`src/hdl/gb_bus_pkg.sv`:
```
package gb_bus_pkg;

	// ******************************************************************
	// bus widths.
	// ******************************************************************
	localparam int ADR_W      = 16;
	localparam int DATA_W     = 8;
	localparam int VRAM_ADR_W = 13;
	localparam int OAM_ADR_W  = 8;

	// ******************************************************************
	// console memory map.
	// ******************************************************************
	localparam logic [ADR_W-1:0] BOOT_TOP  = 16'h0100;
	localparam logic [ADR_W-1:0] ROM_TOP   = 16'h8000;
	localparam logic [ADR_W-1:0] VRAM_BASE = 16'h8000;
	localparam logic [ADR_W-1:0] XRAM_BASE = 16'ha000;
	localparam logic [ADR_W-1:0] WRAM_BASE = 16'hc000;
	localparam logic [ADR_W-1:0] OAM_BASE  = 16'hfe00;
	localparam logic [ADR_W-1:0] OAM_TOP   = 16'hfea0;
	localparam logic [ADR_W-1:0] IO_PAGE   = 16'hff00;

	// register offsets inside the i/o page.
	localparam logic [7:0] IO_JOYP    = 8'h00;
	localparam logic [7:0] IO_SER_LO  = 8'h01;
	localparam logic [7:0] IO_SER_HI  = 8'h02;
	localparam logic [7:0] IO_TIM_LO  = 8'h04;
	localparam logic [7:0] IO_TIM_HI  = 8'h07;
	localparam logic [7:0] IO_IF      = 8'h0f;
	localparam logic [7:0] IO_SND_LO  = 8'h10;
	localparam logic [7:0] IO_SND_HI  = 8'h3f;
	localparam logic [7:0] IO_PPU_LO  = 8'h40;
	localparam logic [7:0] IO_PPU_HI  = 8'h4b;
	localparam logic [7:0] IO_BROM    = 8'h50;
	localparam logic [7:0] IO_HRAM_LO = 8'h80;
	localparam logic [7:0] IO_HRAM_HI = 8'hfe;
	localparam logic [7:0] IO_IE      = 8'hff;

	localparam int               RST_TICK_W = 4;
	localparam logic [DATA_W-1:0] BUS_IDLE  = 8'hff;

	// ******************************************************************
	// bus types.
	// ******************************************************************
	typedef struct packed {
		logic [7:0] page;
		logic [7:0] ofs;
	} io_adr_t;

	// a bus address, seen whole by the memory map or split by the i/o decoder.
	typedef union packed {
		logic [ADR_W-1:0] raw;
		io_adr_t          pg;
	} gb_adr_u;

	typedef struct packed {
		logic brom;
		logic rom;
		logic vram;
		logic xram;
		logic wram;
		logic oam;
		logic io;
	} mem_sel_t;

	typedef struct packed {
		logic joypad;
		logic serial;
		logic timer;
		logic int_flag;
		logic sound;
		logic ppu;
		logic brom;
		logic hram;
		logic int_ena;
	} io_sel_t;

	typedef struct packed {
		logic [ADR_W-1:0]  adr;
		logic              rd;
		logic              wr;
		logic [DATA_W-1:0] wdata;
	} cpu_bus_t;

	typedef struct packed {
		logic [ADR_W-1:0]     adr_rd;
		logic [OAM_ADR_W-1:0] adr_oam;
		logic                 rd;
		logic                 wr;
		logic                 active;
		logic [DATA_W-1:0]    wdata;
	} dma_bus_t;

	typedef struct packed {
		logic [ADR_W-1:0] adr;
		logic             rd;
		logic             need_vram;
		logic             need_oam;
	} ppu_bus_t;

	typedef struct packed {
		logic [DATA_W-1:0] hram;
		logic [DATA_W-1:0] joy;
		logic [DATA_W-1:0] sio;
		logic [DATA_W-1:0] tim;
		logic [DATA_W-1:0] snd;
		logic [DATA_W-1:0] ppu;
		logic [DATA_W-1:0] cpureg;
		logic [DATA_W-1:0] brom;
		logic [DATA_W-1:0] vram;
		logic [DATA_W-1:0] oam;
		logic [DATA_W-1:0] ext;
	} dev_rdata_t;

	typedef struct packed {
		logic [ADR_W-1:0]  adr;
		logic              rd;
		logic              wr;
		logic [DATA_W-1:0] wdata;
	} mem_port_t;

	typedef struct packed {
		logic [ADR_W-1:0] adr;
		logic             rd;
		logic             wr;
		logic             data_oe;
		logic             cs_rom;
		logic             cs_xram;
		logic             cs_wram;
	} ext_port_t;

	typedef enum logic [1:0] {
		RST_ASSERT,
		RST_RELEASE,
		RST_DONE
	} rst_state_e;

endpackage

```
`src/hdl/gb_memmap.sv`:
```
`timescale 1ns/100ps

module gb_memmap import gb_bus_pkg::*; (
	input  gb_adr_u  adr,
	input  logic     enable,
	input  logic     boot_en,
	output mem_sel_t sel
);

	always_comb begin
		sel = '0;
		if (enable) begin
			if (adr.raw >= IO_PAGE) begin
				sel.io = 1'b1;
			end else if (adr.raw >= OAM_BASE) begin
				// fea0..feff is left unmapped.
				sel.oam = (adr.raw < OAM_TOP);
			end else if (adr.raw >= WRAM_BASE) begin
				// includes the echo area above wram.
				sel.wram = 1'b1;
			end else if (adr.raw >= XRAM_BASE) begin
				sel.xram = 1'b1;
			end else if (adr.raw >= VRAM_BASE) begin
				sel.vram = 1'b1;
			end else if (adr.raw < ROM_TOP) begin
				if (boot_en && adr.raw < BOOT_TOP) begin
					sel.brom = 1'b1;
				end else begin
					sel.rom = 1'b1;
				end
			end
		end
	end

	// every value that the selects hold must name at most one region.
	a_one_region: assert property (@(sel) $onehot0(sel))
		else $error("gb_memmap: more than one region selected");

endmodule

```
`src/hdl/gb_iomap.sv`:
```
`timescale 1ns/100ps

module gb_iomap import gb_bus_pkg::*; (
	input  gb_adr_u adr,
	input  logic    io,
	output io_sel_t sel
);

	logic       page_hit;
	logic [7:0] ofs;

	assign page_hit = io && (adr.pg.page == IO_PAGE[ADR_W-1:8]);
	assign ofs      = adr.pg.ofs;

	always_comb begin
		sel = '0;
		if (page_hit) begin
			sel.joypad   = (ofs == IO_JOYP);
			sel.serial   = (ofs >= IO_SER_LO) && (ofs <= IO_SER_HI);
			sel.timer    = (ofs >= IO_TIM_LO) && (ofs <= IO_TIM_HI);
			sel.int_flag = (ofs == IO_IF);
			sel.sound    = (ofs >= IO_SND_LO) && (ofs <= IO_SND_HI);
			sel.ppu      = (ofs >= IO_PPU_LO) && (ofs <= IO_PPU_HI);
			sel.brom     = (ofs == IO_BROM);
			sel.hram     = (ofs >= IO_HRAM_LO) && (ofs <= IO_HRAM_HI);
			sel.int_ena  = (ofs == IO_IE);
		end
	end

	// register blocks never overlap inside the page.
	a_io_onehot: assert property (@(sel) $onehot0(sel))
		else $error("gb_iomap: overlapping register selects");

endmodule

```
`src/hdl/gb_reset_seq.sv`:
```
`timescale 1ns/100ps

module gb_reset_seq import gb_bus_pkg::*; (
	input  logic gbclk,
	input  logic n_crst_in,
	input  logic power_sw,
	input  logic cart_n_rst,
	output logic reset_gb,
	output logic reset_done,
	output logic cart_n_rst_drive
);

	logic [RST_TICK_W-1:0] init_ticks_q, init_ticks_d;
	logic                  init_done_q, init_done_d;
	logic [RST_TICK_W-1:0] ticks_q, ticks_d;
	rst_state_e            state_q, state_d;
	logic                  power_q;

	always_comb begin
		init_ticks_d = init_ticks_q;
		init_done_d  = init_done_q;
		ticks_d      = ticks_q;
		state_d      = state_q;

		if (!init_done_q)
			init_ticks_d = init_ticks_q + 1'b1;
		if (&init_ticks_q)
			init_done_d = 1'b1;

		// power toggle or cartridge pulling reset restarts the sequence.
		if (power_q != power_sw || (state_q == RST_DONE && !cart_n_rst)) begin
			state_d = RST_ASSERT;
			ticks_d = '0;
		end

		if (init_done_q) begin
			case (state_d)
			RST_ASSERT: begin
				if (power_sw) begin
					if (&ticks_d) begin
						state_d = RST_RELEASE;
						ticks_d = '0;
					end else begin
						ticks_d = ticks_d + 1'b1;
					end
				end
			end
			RST_RELEASE: begin
				// cartridge must stay out of reset for a full count.
				if (!cart_n_rst)
					ticks_d = '0;
				else if (&ticks_d)
					state_d = RST_DONE;
				else
					ticks_d = ticks_d + 1'b1;
			end
			default: ;
			endcase
		end
	end

	always_ff @(posedge gbclk) begin
		if (!n_crst_in) begin
			init_ticks_q <= '0;
			init_done_q  <= 1'b0;
			ticks_q      <= '0;
			state_q      <= RST_ASSERT;
			power_q      <= 1'b0;
		end else begin
			init_ticks_q <= init_ticks_d;
			init_done_q  <= init_done_d;
			ticks_q      <= ticks_d;
			state_q      <= state_d;
			power_q      <= power_sw;
		end
	end

	assign reset_done       = (state_d == RST_DONE);
	assign reset_gb         = !(reset_done && power_sw);
	assign cart_n_rst_drive = init_done_q && power_sw && (state_d != RST_ASSERT);

	a_no_early_done: assert property (@(posedge gbclk) disable iff (!n_crst_in)
		!init_done_q |-> !reset_done)
		else $error("gb_reset_seq: reset_done during initial count");

endmodule

```
`src/hdl/gb_bus_arbiter.sv`:
```
`timescale 1ns/100ps

module gb_bus_arbiter import gb_bus_pkg::*; (
	input  logic      gbclk,
	input  logic      n_crst_in,
	input  cpu_bus_t  cpu,
	input  dma_bus_t  dma,
	input  ppu_bus_t  ppu,
	input  mem_sel_t  cpu_sel,
	input  mem_sel_t  dma_sel,
	input  mem_sel_t  ppu_sel,
	output mem_port_t vram,
	output mem_port_t oam,
	output ext_port_t ext
);

	logic cpu_ext;
	logic dma_ext;
	logic ext_wr;
	logic ext_wr_q;

	function automatic logic [ADR_W-1:0] vram_ofs(input logic [ADR_W-1:0] a);
		return {{(ADR_W-VRAM_ADR_W){1'b0}}, a[VRAM_ADR_W-1:0]};
	endfunction

	function automatic logic [ADR_W-1:0] oam_ofs(input logic [OAM_ADR_W-1:0] a);
		return {{(ADR_W-OAM_ADR_W){1'b0}}, a};
	endfunction

	assign cpu_ext = cpu_sel.rom || cpu_sel.xram || cpu_sel.wram;
	assign dma_ext = dma_sel.rom || dma_sel.xram || dma_sel.wram;

	// ******************************************************************
	// vram owner is the ppu, then the dma source, then the cpu.
	// ******************************************************************
	always_comb begin
		vram       = '0;
		vram.wdata = cpu.wdata;
		if (ppu.need_vram) begin
			vram.adr = vram_ofs(ppu.adr);
			vram.rd  = ppu.rd && ppu_sel.vram;
		end else if (dma_sel.vram) begin
			vram.adr = vram_ofs(dma.adr_rd);
			vram.rd  = dma.rd;
		end else if (cpu_sel.vram) begin
			vram.adr = vram_ofs(cpu.adr);
			vram.rd  = cpu.rd;
			vram.wr  = cpu.wr;
		end
	end

	// ******************************************************************
	// oam owner is the ppu, then the dma destination, then the cpu.
	// ******************************************************************
	always_comb begin
		oam = '0;
		if (ppu.need_oam) begin
			oam.adr = oam_ofs(ppu.adr[OAM_ADR_W-1:0]);
			oam.rd  = ppu.rd && ppu_sel.oam;
		end else if (dma.active) begin
			oam.adr   = oam_ofs(dma.adr_oam);
			oam.wr    = dma.wr;
			oam.wdata = dma.wdata;
		end else if (cpu_sel.oam) begin
			oam.adr   = oam_ofs(cpu.adr[OAM_ADR_W-1:0]);
			oam.rd    = cpu.rd;
			oam.wr    = cpu.wr;
			oam.wdata = cpu.wdata;
		end
	end

	// ******************************************************************
	// external bus.
	// ******************************************************************
	assign ext_wr = !dma_ext && cpu_ext && cpu.wr;

	always_comb begin
		ext.adr     = dma_ext ? dma.adr_rd : cpu.adr;
		ext.rd      = dma_ext ? dma.rd : (cpu_ext && cpu.rd);
		ext.wr      = ext_wr;
		// data stays driven one cycle past the write.
		ext.data_oe = ext_wr || ext_wr_q;
		ext.cs_rom  = cpu_sel.rom || dma_sel.rom;
		ext.cs_xram = cpu_sel.xram || dma_sel.xram;
		ext.cs_wram = cpu_sel.wram || dma_sel.wram;
	end

	always_ff @(posedge gbclk) begin
		if (!n_crst_in)
			ext_wr_q <= 1'b0;
		else
			ext_wr_q <= ext_wr;
	end

	a_ppu_vram_ro: assert property (@(posedge gbclk) disable iff (!n_crst_in)
		ppu.need_vram |-> !vram.wr)
		else $error("gb_bus_arbiter: vram write while ppu owns vram");

endmodule

```
`src/hdl/gb_cpu_rdata_mux.sv`:
```
`timescale 1ns/100ps

module gb_cpu_rdata_mux import gb_bus_pkg::*; (
	input  mem_sel_t          cpu_sel,
	input  mem_sel_t          dma_sel,
	input  io_sel_t           io_sel,
	input  logic              dma_active,
	input  logic              ppu_need_vram,
	input  logic              ppu_need_oam,
	input  dev_rdata_t        dev_rdata,
	output logic [DATA_W-1:0] cpu_rdata,
	output logic [DATA_W-1:0] dma_rdata
);

	logic cpu_ext;
	logic dma_ext;
	logic dma_vram_grant;

	assign cpu_ext        = cpu_sel.rom || cpu_sel.xram || cpu_sel.wram;
	assign dma_ext        = dma_sel.rom || dma_sel.xram || dma_sel.wram;
	assign dma_vram_grant = dma_sel.vram && !ppu_need_vram;

	// first match wins.
	always_comb begin
		cpu_rdata = BUS_IDLE;
		priority case (1'b1)
		io_sel.hram:
			cpu_rdata = dev_rdata.hram;
		io_sel.joypad:
			cpu_rdata = dev_rdata.joy;
		io_sel.serial:
			cpu_rdata = dev_rdata.sio;
		io_sel.timer:
			cpu_rdata = dev_rdata.tim;
		io_sel.sound:
			cpu_rdata = dev_rdata.snd;
		io_sel.ppu:
			cpu_rdata = dev_rdata.ppu;
		io_sel.int_flag || io_sel.int_ena:
			cpu_rdata = dev_rdata.cpureg;
		cpu_sel.brom:
			cpu_rdata = dev_rdata.brom;
		cpu_sel.vram && !(dma_active && dma_sel.vram) && !ppu_need_vram:
			cpu_rdata = dev_rdata.vram;
		cpu_sel.oam && !dma_active && !ppu_need_oam:
			cpu_rdata = dev_rdata.oam;
		cpu_ext && !(dma_active && dma_ext):
			cpu_rdata = dev_rdata.ext;
		default:
			cpu_rdata = BUS_IDLE;
		endcase
	end

	always_comb begin
		if (dma_vram_grant)
			dma_rdata = dev_rdata.vram;
		else if (dma_ext)
			dma_rdata = dev_rdata.ext;
		else
			dma_rdata = BUS_IDLE;
	end

endmodule

```
`src/hdl/gb_bus_top.sv`:
```
`timescale 1ns/100ps

module gb_bus_top import gb_bus_pkg::*; (
	input  logic              gbclk,
	input  logic              n_crst_in,
	input  logic              power_sw,
	input  logic              cart_n_rst,
	input  logic              boot_hidden,
	input  cpu_bus_t          cpu,
	input  dma_bus_t          dma,
	input  ppu_bus_t          ppu,
	input  dev_rdata_t        dev_rdata,
	output logic [DATA_W-1:0] cpu_rdata,
	output logic [DATA_W-1:0] dma_rdata,
	output mem_port_t         vram,
	output mem_port_t         oam,
	output ext_port_t         ext,
	output io_sel_t           io_sel,
	output logic              reset_gb,
	output logic              reset_done,
	output logic              cart_n_rst_drive
);

	mem_sel_t cpu_sel;
	mem_sel_t dma_sel;
	mem_sel_t ppu_sel;

	// ******************************************************************
	// address decoders.
	// ******************************************************************
	gb_memmap cpu_map (
		.adr     (cpu.adr),
		.enable  (1'b1),
		.boot_en (!boot_hidden),
		.sel     (cpu_sel)
	);

	gb_memmap dma_map (
		.adr     (dma.adr_rd),
		.enable  (dma.active),
		.boot_en (1'b0),
		.sel     (dma_sel)
	);

	gb_memmap ppu_map (
		.adr     (ppu.adr),
		.enable  (1'b1),
		.boot_en (1'b0),
		.sel     (ppu_sel)
	);

	gb_iomap io_map (
		.adr (cpu.adr),
		.io  (cpu_sel.io),
		.sel (io_sel)
	);

	gb_reset_seq reset_seq (
		.gbclk            (gbclk),
		.n_crst_in        (n_crst_in),
		.power_sw         (power_sw),
		.cart_n_rst       (cart_n_rst),
		.reset_gb         (reset_gb),
		.reset_done       (reset_done),
		.cart_n_rst_drive (cart_n_rst_drive)
	);

	gb_bus_arbiter bus_arbiter (
		.gbclk     (gbclk),
		.n_crst_in (n_crst_in),
		.cpu       (cpu),
		.dma       (dma),
		.ppu       (ppu),
		.cpu_sel   (cpu_sel),
		.dma_sel   (dma_sel),
		.ppu_sel   (ppu_sel),
		.vram      (vram),
		.oam       (oam),
		.ext       (ext)
	);

	gb_cpu_rdata_mux rdata_mux (
		.cpu_sel       (cpu_sel),
		.dma_sel       (dma_sel),
		.io_sel        (io_sel),
		.dma_active    (dma.active),
		.ppu_need_vram (ppu.need_vram),
		.ppu_need_oam  (ppu.need_oam),
		.dev_rdata     (dev_rdata),
		.cpu_rdata     (cpu_rdata),
		.dma_rdata     (dma_rdata)
	);

endmodule

```
`config.mk`:
```
export PLATFORM = sky130hd
export DESIGN_NAME = gb_bus_top
export DESIGN_NICKNAME = d
export VERILOG_FILES = /design/src/hdl/gb_bus_pkg.sv /design/src/hdl/gb_memmap.sv /design/src/hdl/gb_iomap.sv /design/src/hdl/gb_reset_seq.sv /design/src/hdl/gb_bus_arbiter.sv /design/src/hdl/gb_cpu_rdata_mux.sv /design/src/hdl/gb_bus_top.sv
export SDC_FILE = /design/constraint.sdc
export NUM_CORES = 1
export LEC_CHECK = 0
export ABC_AREA = 1
export BUFFER_PORTS_ARGS = -buffer_cell sky130_fd_sc_hd__buf_2
export CAP_MARGIN = 5
export CELL_PAD_IN_SITES_DETAIL_PLACEMENT = 0
export CELL_PAD_IN_SITES_GLOBAL_PLACEMENT = 2
export CORE_MARGIN = 2
export CORE_UTILIZATION = 16
export DETAILED_ROUTE_END_ITERATION = 7
export HOLD_SLACK_MARGIN = 0.02
export PLACE_DENSITY_LB_ADDON = 0.2
export SETUP_SLACK_MARGIN = 0.15
export SKIP_CTS_REPAIR_TIMING = 1
export SYNTH_ARGS = -nofsm -noshare
export SYNTH_HDL_FRONTEND = slang
export SYNTH_SLANG_ARGS = --single-unit
```
`constraint.sdc`:
```
create_clock -name gbclk -period 2.9 [get_ports gbclk]
set_clock_uncertainty 0.1 [all_clocks]
set_input_delay 0.58 -clock gbclk [delete_from_list [all_inputs] [get_ports gbclk]]
set_output_delay 0.58 -clock gbclk [all_outputs]
set_load 0.01 [all_outputs]
```
==> metrics.cfg, run 1 <==
[sta]
fin_crit_sh = 0.967
setup_viol_count_final = 0
period_minus_slack_ps = 2800
rsz0062_at_grt = true
fmax_ghz = 0.357
tns_ps = 0
hold_ws_ps = 361
hold_violations = 0
fin_ws_ps = 96.0
final_max_slew_viol_count = 0

[detailed_routing]
avgRoutedWirePerCell_um = 14.9
wl_um = 17600
final_antenna_net_count = 0
vias_per_cell = 4.13
drt-initial-drc-count = 141
drt_pass1_iterations = 7
num_vias = 4881
drcViolationCount = 0

[clock_network]
clockBufferDepth = 2
cts.sinks = 13
root_buffer = clkbuf_16
htree_levels = 1
clkLatencyLatePin_ps = 240
cts_tree = built
cts.clk_slew.worst_paths_ps = 50
cts_buffers = 3

[critical_path]
worst-setup-path-type = in2out
worst_setup_path_end_kind = output pin
startpoint_type = input port
cp_max_fo = 5
arrival_ps = 2120
required_ps = 2220

[synth]
avgSynthCellArea_sq_um = 5.31
synth_cell_types = 48
synth-edff-count = 0
yosys_register_bits = 13
synth_mux_area_frac = 0
netlist_area_sq_mm = 0.00313
synth_top_family_by_area = simple AND/OR/NAND/NOR gates
synth_top_flop_cell = dfxtp_1
ys_warn_count = 0
yosys-top-cells-area = nand2_1, inv_1, dfxtp_1
synth_compound_area_frac = 0.219
ys_seq_area_frac = 0.0831
synthArstFlopShare = 0
synth_top_area_frac = 0.180
synth_cells = 590
synth-xor-area-share = 0.00839
synth_adder_area_share = 0.00799
yosys.area_share.simple = 0.460
yosysTopAreaCell = nand2_1

[finish]
design_area_sq_mm = 0.00563
nets = 1092
area_growth_pct = 79.8
drive_above_1_share = 0.472

[global_route]
grt_pass1_wl_um = 25700
grt_max_degree = 18
grt-ovfl-total = 0
grt_usage = 0.159
first_global_vias = 4860
grt_antenna_before_repair = 3

[power_and_ir_drop]
peakVddDrop_mv = 0.151
internal_power_w = 0.000642
p_sw_frac = 0.391
power.switching_w = 0.000412
p_leak_nw = 3.04
p_comb_frac = 0.572
seq_power_share = 0.179
power.density_mw_per_mm2 = 187
clock_power_share = 0.250
power_w = 0.00105

[min_path]
hold_class = reg2reg

[die]
die_w_um = 144
ios = 275
die-height_um = 144
die-area_sq_mm = 0.0207
rows = 51
core_sq_mm = 0.0193
start_util = 0.162

[run_status]
status = complete, no violations

[placement]
hpwlAfterDp_um = 15500
portBuffers = 263
dp_slack_ps = -73.3
place_congestion = 0.810
placed_area_sq_mm = 0.00515

[flow_run]
max-cap-violations = 0

[metrics by stage]
step                cells   util
detailed placement   1168  0.266
floorplan             600      -
CTS                  1172  0.270
global route         1181  0.291
finish               1182  0.291
global placement     1168  0.266
[critical path, stage by stage]
cell and delay (ps):
buf_8 90, nand2_4 50, nor2_4 150, nand4_4 220
nor2_4 200, nand4_1 210, o21ai_1 140, inv_1 50
nand4_1 100, nand2_1 60, nand3_1 60, nand2_1 70
buf_2 140
[power by group through the flow]
stage	combinational (W)	sequential (W)	clock [W]
2_1_floorplan	0.000250	0.000190	0
3_3_place_gp	0.000569	0.000191	0
3_5_place_dp	0.000565	0.000191	0
4_1_cts	0.000567	0.000188	0.000270
5_1_grt	0.000667	0.000189	0.000277
6_report	0.000603	0.000188	0.000263
[Yosys cell counts, types with 3 or more instances]
master    number
a22o_1         8
o221ai_1       8
o22ai_1        9
a22oi_1        8
buf_2          4
a21oi_1        9
inv_2          6
inv_1        120
nor2_1        45
nand3b_1       8
nand2_2        4
dfxtp_1       13
nor3_1         4
o211ai_1       7
nor2_2         8
nand3_1       37
or2_2          8
or2_1          5
nor2_4         3
clkbuf_1       6
nand4_1       20
nand3_2        5
o21ai_0       43
nand2_1      150
o21ai_1        3
buf_4         20
[cell families after synthesis]
| group | count (synthesis) |
|---|---|
| AO/OA/AOI/OAI | 106 |
| XOR/XNOR | 3 |
| AND/OR/NAND/NOR | 305 |
| flip-flops | 13 |
| buffers and inverters | 160 |
| adder cells (fa/ha/maj) | 2 |
| other | 1 |
[area by class of cell]
| type | count | area [sq um] |
|---|---|---|
| fill | 2312 | 13700 |
| multi-input combinational | 427 | 2470 |
| sequential | 13 | 260 |
| clock inverter | 1 | 5.00 |
| timing repair inverter | 1 | 7.51 |
| clock buffer | 3 | 75.1 |
| inverter | 129 | 493 |
| tap | 265 | 332 |
| antenna | 1 | 2.50 |
| timing repair buffer | 342 | 1980 |
[worst paths after layout]
kind / startpoint / endpoint / slack (ps) / cells after the start
worst max-delay path: cpu[23] / cpu_rdata[1] / 100 / 13
worst min register to register: reset_seq.init_ticks_q[3] / reset_seq.init_ticks_q[3] / 360 / 2
worst max register to register: reset_seq.power_q / reset_seq.state_q[0] / 1030 / 12
worst min-delay path: reset_seq.init_ticks_q[3] / reset_seq.init_ticks_q[3] / 360 / 2
[cells in the final DEF (no fill, tap or decap), types with 10 or more instances in the layout]
master | netlist | routed
nand2_1 | 150 | 142
nand4_1 | 20 | 20
conb_1 | 1 | 11
buf_2 | 4 | 257
inv_2 | 6 | 12
nor2_4 | 3 | 12
nor2_2 | 8 | 12
o21ai_1 | 3 | 10
nor2_1 | 45 | 32
nand3_1 | 37 | 32
dfxtp_1 | 13 | 13
o21ai_0 | 43 | 36
nand2_2 | 4 | 10
buf_4 | 20 | 73
inv_1 | 120 | 113
[flip-flops by register name, summed over array words and instances, names as in the netlist]
register and flops:
reset_seq.init_ticks_q 4, reset_seq.power_q 1, reset_seq.init_done_q 1, bus_arbiter.ext_wr_q 1, reset_seq.ticks_q 4, reset_seq.state_q 2
[per-layer routing]
metal / global-route usage / part of all wire
met5: 0 / 0.00068
met4: 0.0175 / 0.0084
met2: 0.292 / 0.50
met1: 0.197 / 0.43
met3: 0.0307 / 0.061
Note: power is estimated with default switching activity, not from simulation.
==> inputs of run 2 (changes only) <==
- CORE_UTILIZATION: 16 -> 17
- clock period: 2.9 -> 3.4 ns (I/O delays scaled with it)
==> run 2 against run 1 <==
Effect of this change: core utilization is 1.4 points lower; combinational power shrank 23%; clock power down 14%; final cell count fell by 7.1%; non-clock buffer count decreased by 50; worst hold slack gained 10 ps; first-iteration DRC count is 27% higher; flip-flop and latch count did not move; global-route usage down 0.25 points; power fell by 19%; largest power group unchanged.
==> metrics.cfg, run 2 (same netlist as run 1, synthesis figures left out) <==
[run_status]
status = complete, no violations  ; unchanged

[critical_path]
crit_buf_inv = 3  ; unchanged
arrival_ps = 2320  ; was 2120 ps
regToRegEndpoint = reset_seq.ticks_q[3]  ; was reset_seq.state_q[0]
cpPeakStageDelay_ps = 320  ; was 220 ps
critPathTopFamily = simple AND/OR/NAND/NOR gates  ; unchanged
cp_max_fo = 7  ; was 5
ff2ff_path_depth = 9  ; was 12
rrSetupSlack_ps = 1580  ; was 1030 ps
worst_r2r_startpoint = reset_seq.power_q  ; unchanged
startpoint_type = input port  ; unchanged
worst-setup-path-type = in2out  ; unchanged
crit_path_top_delay_cell = or2_2  ; was nand4_4
crit_chain = buf_2 > nor2_2 > inv_2 > nor2_2 > nand2_1 > o41ai_4 > nand3_2 > or2_2 > nand3_1 > nand2_1 > buf_2  ; was buf_8 > nand2_4 > nor2_4 > nand4_4 > nor2_4 > nand4_1 > o21ai_1 > inv_1 > nand4_1 > nand2_1 > nand3_1 > nand2_1 > buf_2
required_ps = 2620  ; was 2220 ps
worst_setup_path_end_kind = output pin  ; unchanged

[detailed_routing]
drt-initial-drc-count = 179  ; was 141
wl_um = 16500  ; was 17600 um
final_antenna_net_count = 0  ; unchanged
drcViolationCount = 0  ; unchanged
drt_pass1_iterations = 5  ; was 7
avgRoutedWirePerCell_um = 15.1  ; was 14.9 um
vias_per_cell = 4.31  ; was 4.13
num_vias = 4727  ; was 4881

[clock_network]
htree_levels = 1  ; unchanged
cts_buffers = 3  ; unchanged
clkLatencyLatePin_ps = 240  ; about the same
root_buffer = clkbuf_16  ; unchanged
cts.clk_slew.worst_paths_ps = 50  ; about the same
cts_tree = built  ; unchanged
clockBufferDepth = 2  ; unchanged
cts.sinks = 13  ; unchanged

[finish]
most-common-layout-cells = buf_2, nand2_1, inv_1, o21ai_0, nor2_1  ; was buf_2, nand2_1, inv_1, buf_4, o21ai_0
nets = 1041  ; was 1092
seq_area_sq_um = 260  ; unchanged
multiInputGateArea_sq_mm = 0.00231  ; was 0.00247 sq mm
area_growth_pct = 59.4  ; was 79.8%
drive_above_1_share = 0.409  ; was 0.472
layout_commonest_cell = buf_2  ; unchanged
top_regs = reset_seq.init_ticks_q x4, reset_seq.ticks_q x4, reset_seq.state_q x2  ; unchanged
num-fill-cells = 2147  ; was 2312
design_area_sq_mm = 0.00499  ; was 0.00563 sq mm

[global_route]
grt_pass1_wl_um = 25000  ; was 25700 um
grt_max_degree = 18  ; unchanged
grt-ovfl-total = 0  ; unchanged
first_global_vias = 4677  ; was 4860
grt_antenna_before_repair = 3  ; unchanged
grt_usage = 0.156  ; was 0.159

[die]
die_w_um = 140  ; was 144 um
rows = 49  ; was 51
core_sq_mm = 0.0180  ; was 0.0193 sq mm
die-height_um = 140  ; was 144 um
ios = 275  ; unchanged
start_util = 0.174  ; was 0.162
die-area_sq_mm = 0.0195  ; was 0.0207 sq mm

[sta]
setup_viol_count_final = 0  ; unchanged
tns_ps = 0  ; unchanged
period_minus_slack_ps = 3100
fmax_ghz = 0.323
fin_crit_sh = 0.911
hold_violations = 0  ; unchanged
rsz0062_at_grt = false  ; was true
final_max_slew_viol_count = 0  ; unchanged

[placement]
place_congestion = 0.841  ; was 0.810
portBuffers = 263  ; unchanged
hpwlAfterDp_um = 14400  ; was 15500 um
placed_area_sq_mm = 0.00468  ; was 0.00515 sq mm

[power_and_ir_drop]
p_leak_nw = 2.73  ; was 3.04 nW
peakVddDrop_mv = 0.176  ; was 0.151 mV
power.density_mw_per_mm2 = 171  ; was 187 mW/mm^2

[flow_run]
max-cap-violations = 0  ; unchanged

[min_path]
hold_class = reg2reg  ; unchanged
hold_start = reset_seq.init_ticks_q[3]  ; unchanged
hold_end = reset_seq.init_ticks_q[3]  ; unchanged
min_path_cells = 2  ; unchanged

==> run 2: cell types whose count changed in the layout (fill, tap and decap cells not counted), sizes merged <==
cell	before	now
buf	342	291
diode	1	4
clkbuf	3	5
clkinv	4	2
clkinvlp	2	3
inv	125	124
==> run 2: power by group <==
group | internal, W | leakage [nW] | switching (W) | total (W)
sequential | 0.000157 | 0.106 | 0.00000303 | 0.000160
combinational | 0.000202 | 2.58 | 0.000264 | 0.000466
clock | 0.000158 | 0.0382 | 0.0000671 | 0.000226
==> run 2: layer usage <==
layer | wire, um | GRT usage | part of all wire | vias to the layer above
li1 | - | - | - | 2428
met1 | 7060 | 0.194 | 0.43 | 2124
met2 | 8280 | 0.284 | 0.50 | 161
met3 | 1020 | 0.0323 | 0.062 | 14
met4 | 172 | 0.0179 | 0.010 | 0
met5 | 0 | 0 | 0 | -
==> run 2: worst max-delay path by stage <==
stage               startpoint      endpoint  slack, ps  cells past startpoint
finish                 cpu[16]  cpu_rdata[1]        300                     11
global route           cpu[24]  cpu_rdata[4]        140                     17
global placement       cpu[24]  cpu_rdata[7]        170                     15
detailed placement     cpu[24]  cpu_rdata[7]        100                     15
CTS                    cpu[24]  cpu_rdata[7]         90                     15
floorplan             power_sw      reset_gb        520                     13
==> run 2: stage by stage <==
step / hold WS [ps] / worst slack (ps) / cells / total power (W) / utilization
4_1_cts: 376 / 87.2 / 1079 / 0.000836 / 0.264
3_3_place_gp: 353 / 168 / 1075 / 0.000612 / 0.259
6_report: 371 / 302 / 1098 / 0.000852 / 0.277
3_5_place_dp: 369 / 95.7 / 1075 / 0.000610 / 0.259
5_1_grt: 391 / 137 / 1095 / 0.000915 / 0.276
2_1_floorplan: 339 / 519 / 600 / 0.000376 / -
==> run 2: tightest hold or removal path: cells and delay by family (launching register included) <==
family	cells	cell delay, ps
DFF	1	310
buffers and inverters	1	60
AOI/OAI and AO/OA	1	50
==> run 2: cell type report <==
cell class | instances | area share
Multi-Input combinational cell | 427 | 0.463
Timing Repair Buffer | 292 | 0.310
Inverter | 129 | 0.0995
Tap cell | 229 | 0.0574
Sequential cell | 13 | 0.0522
Clock buffer | 4 | 0.0158
Antenna cell | 4 | 0.00201
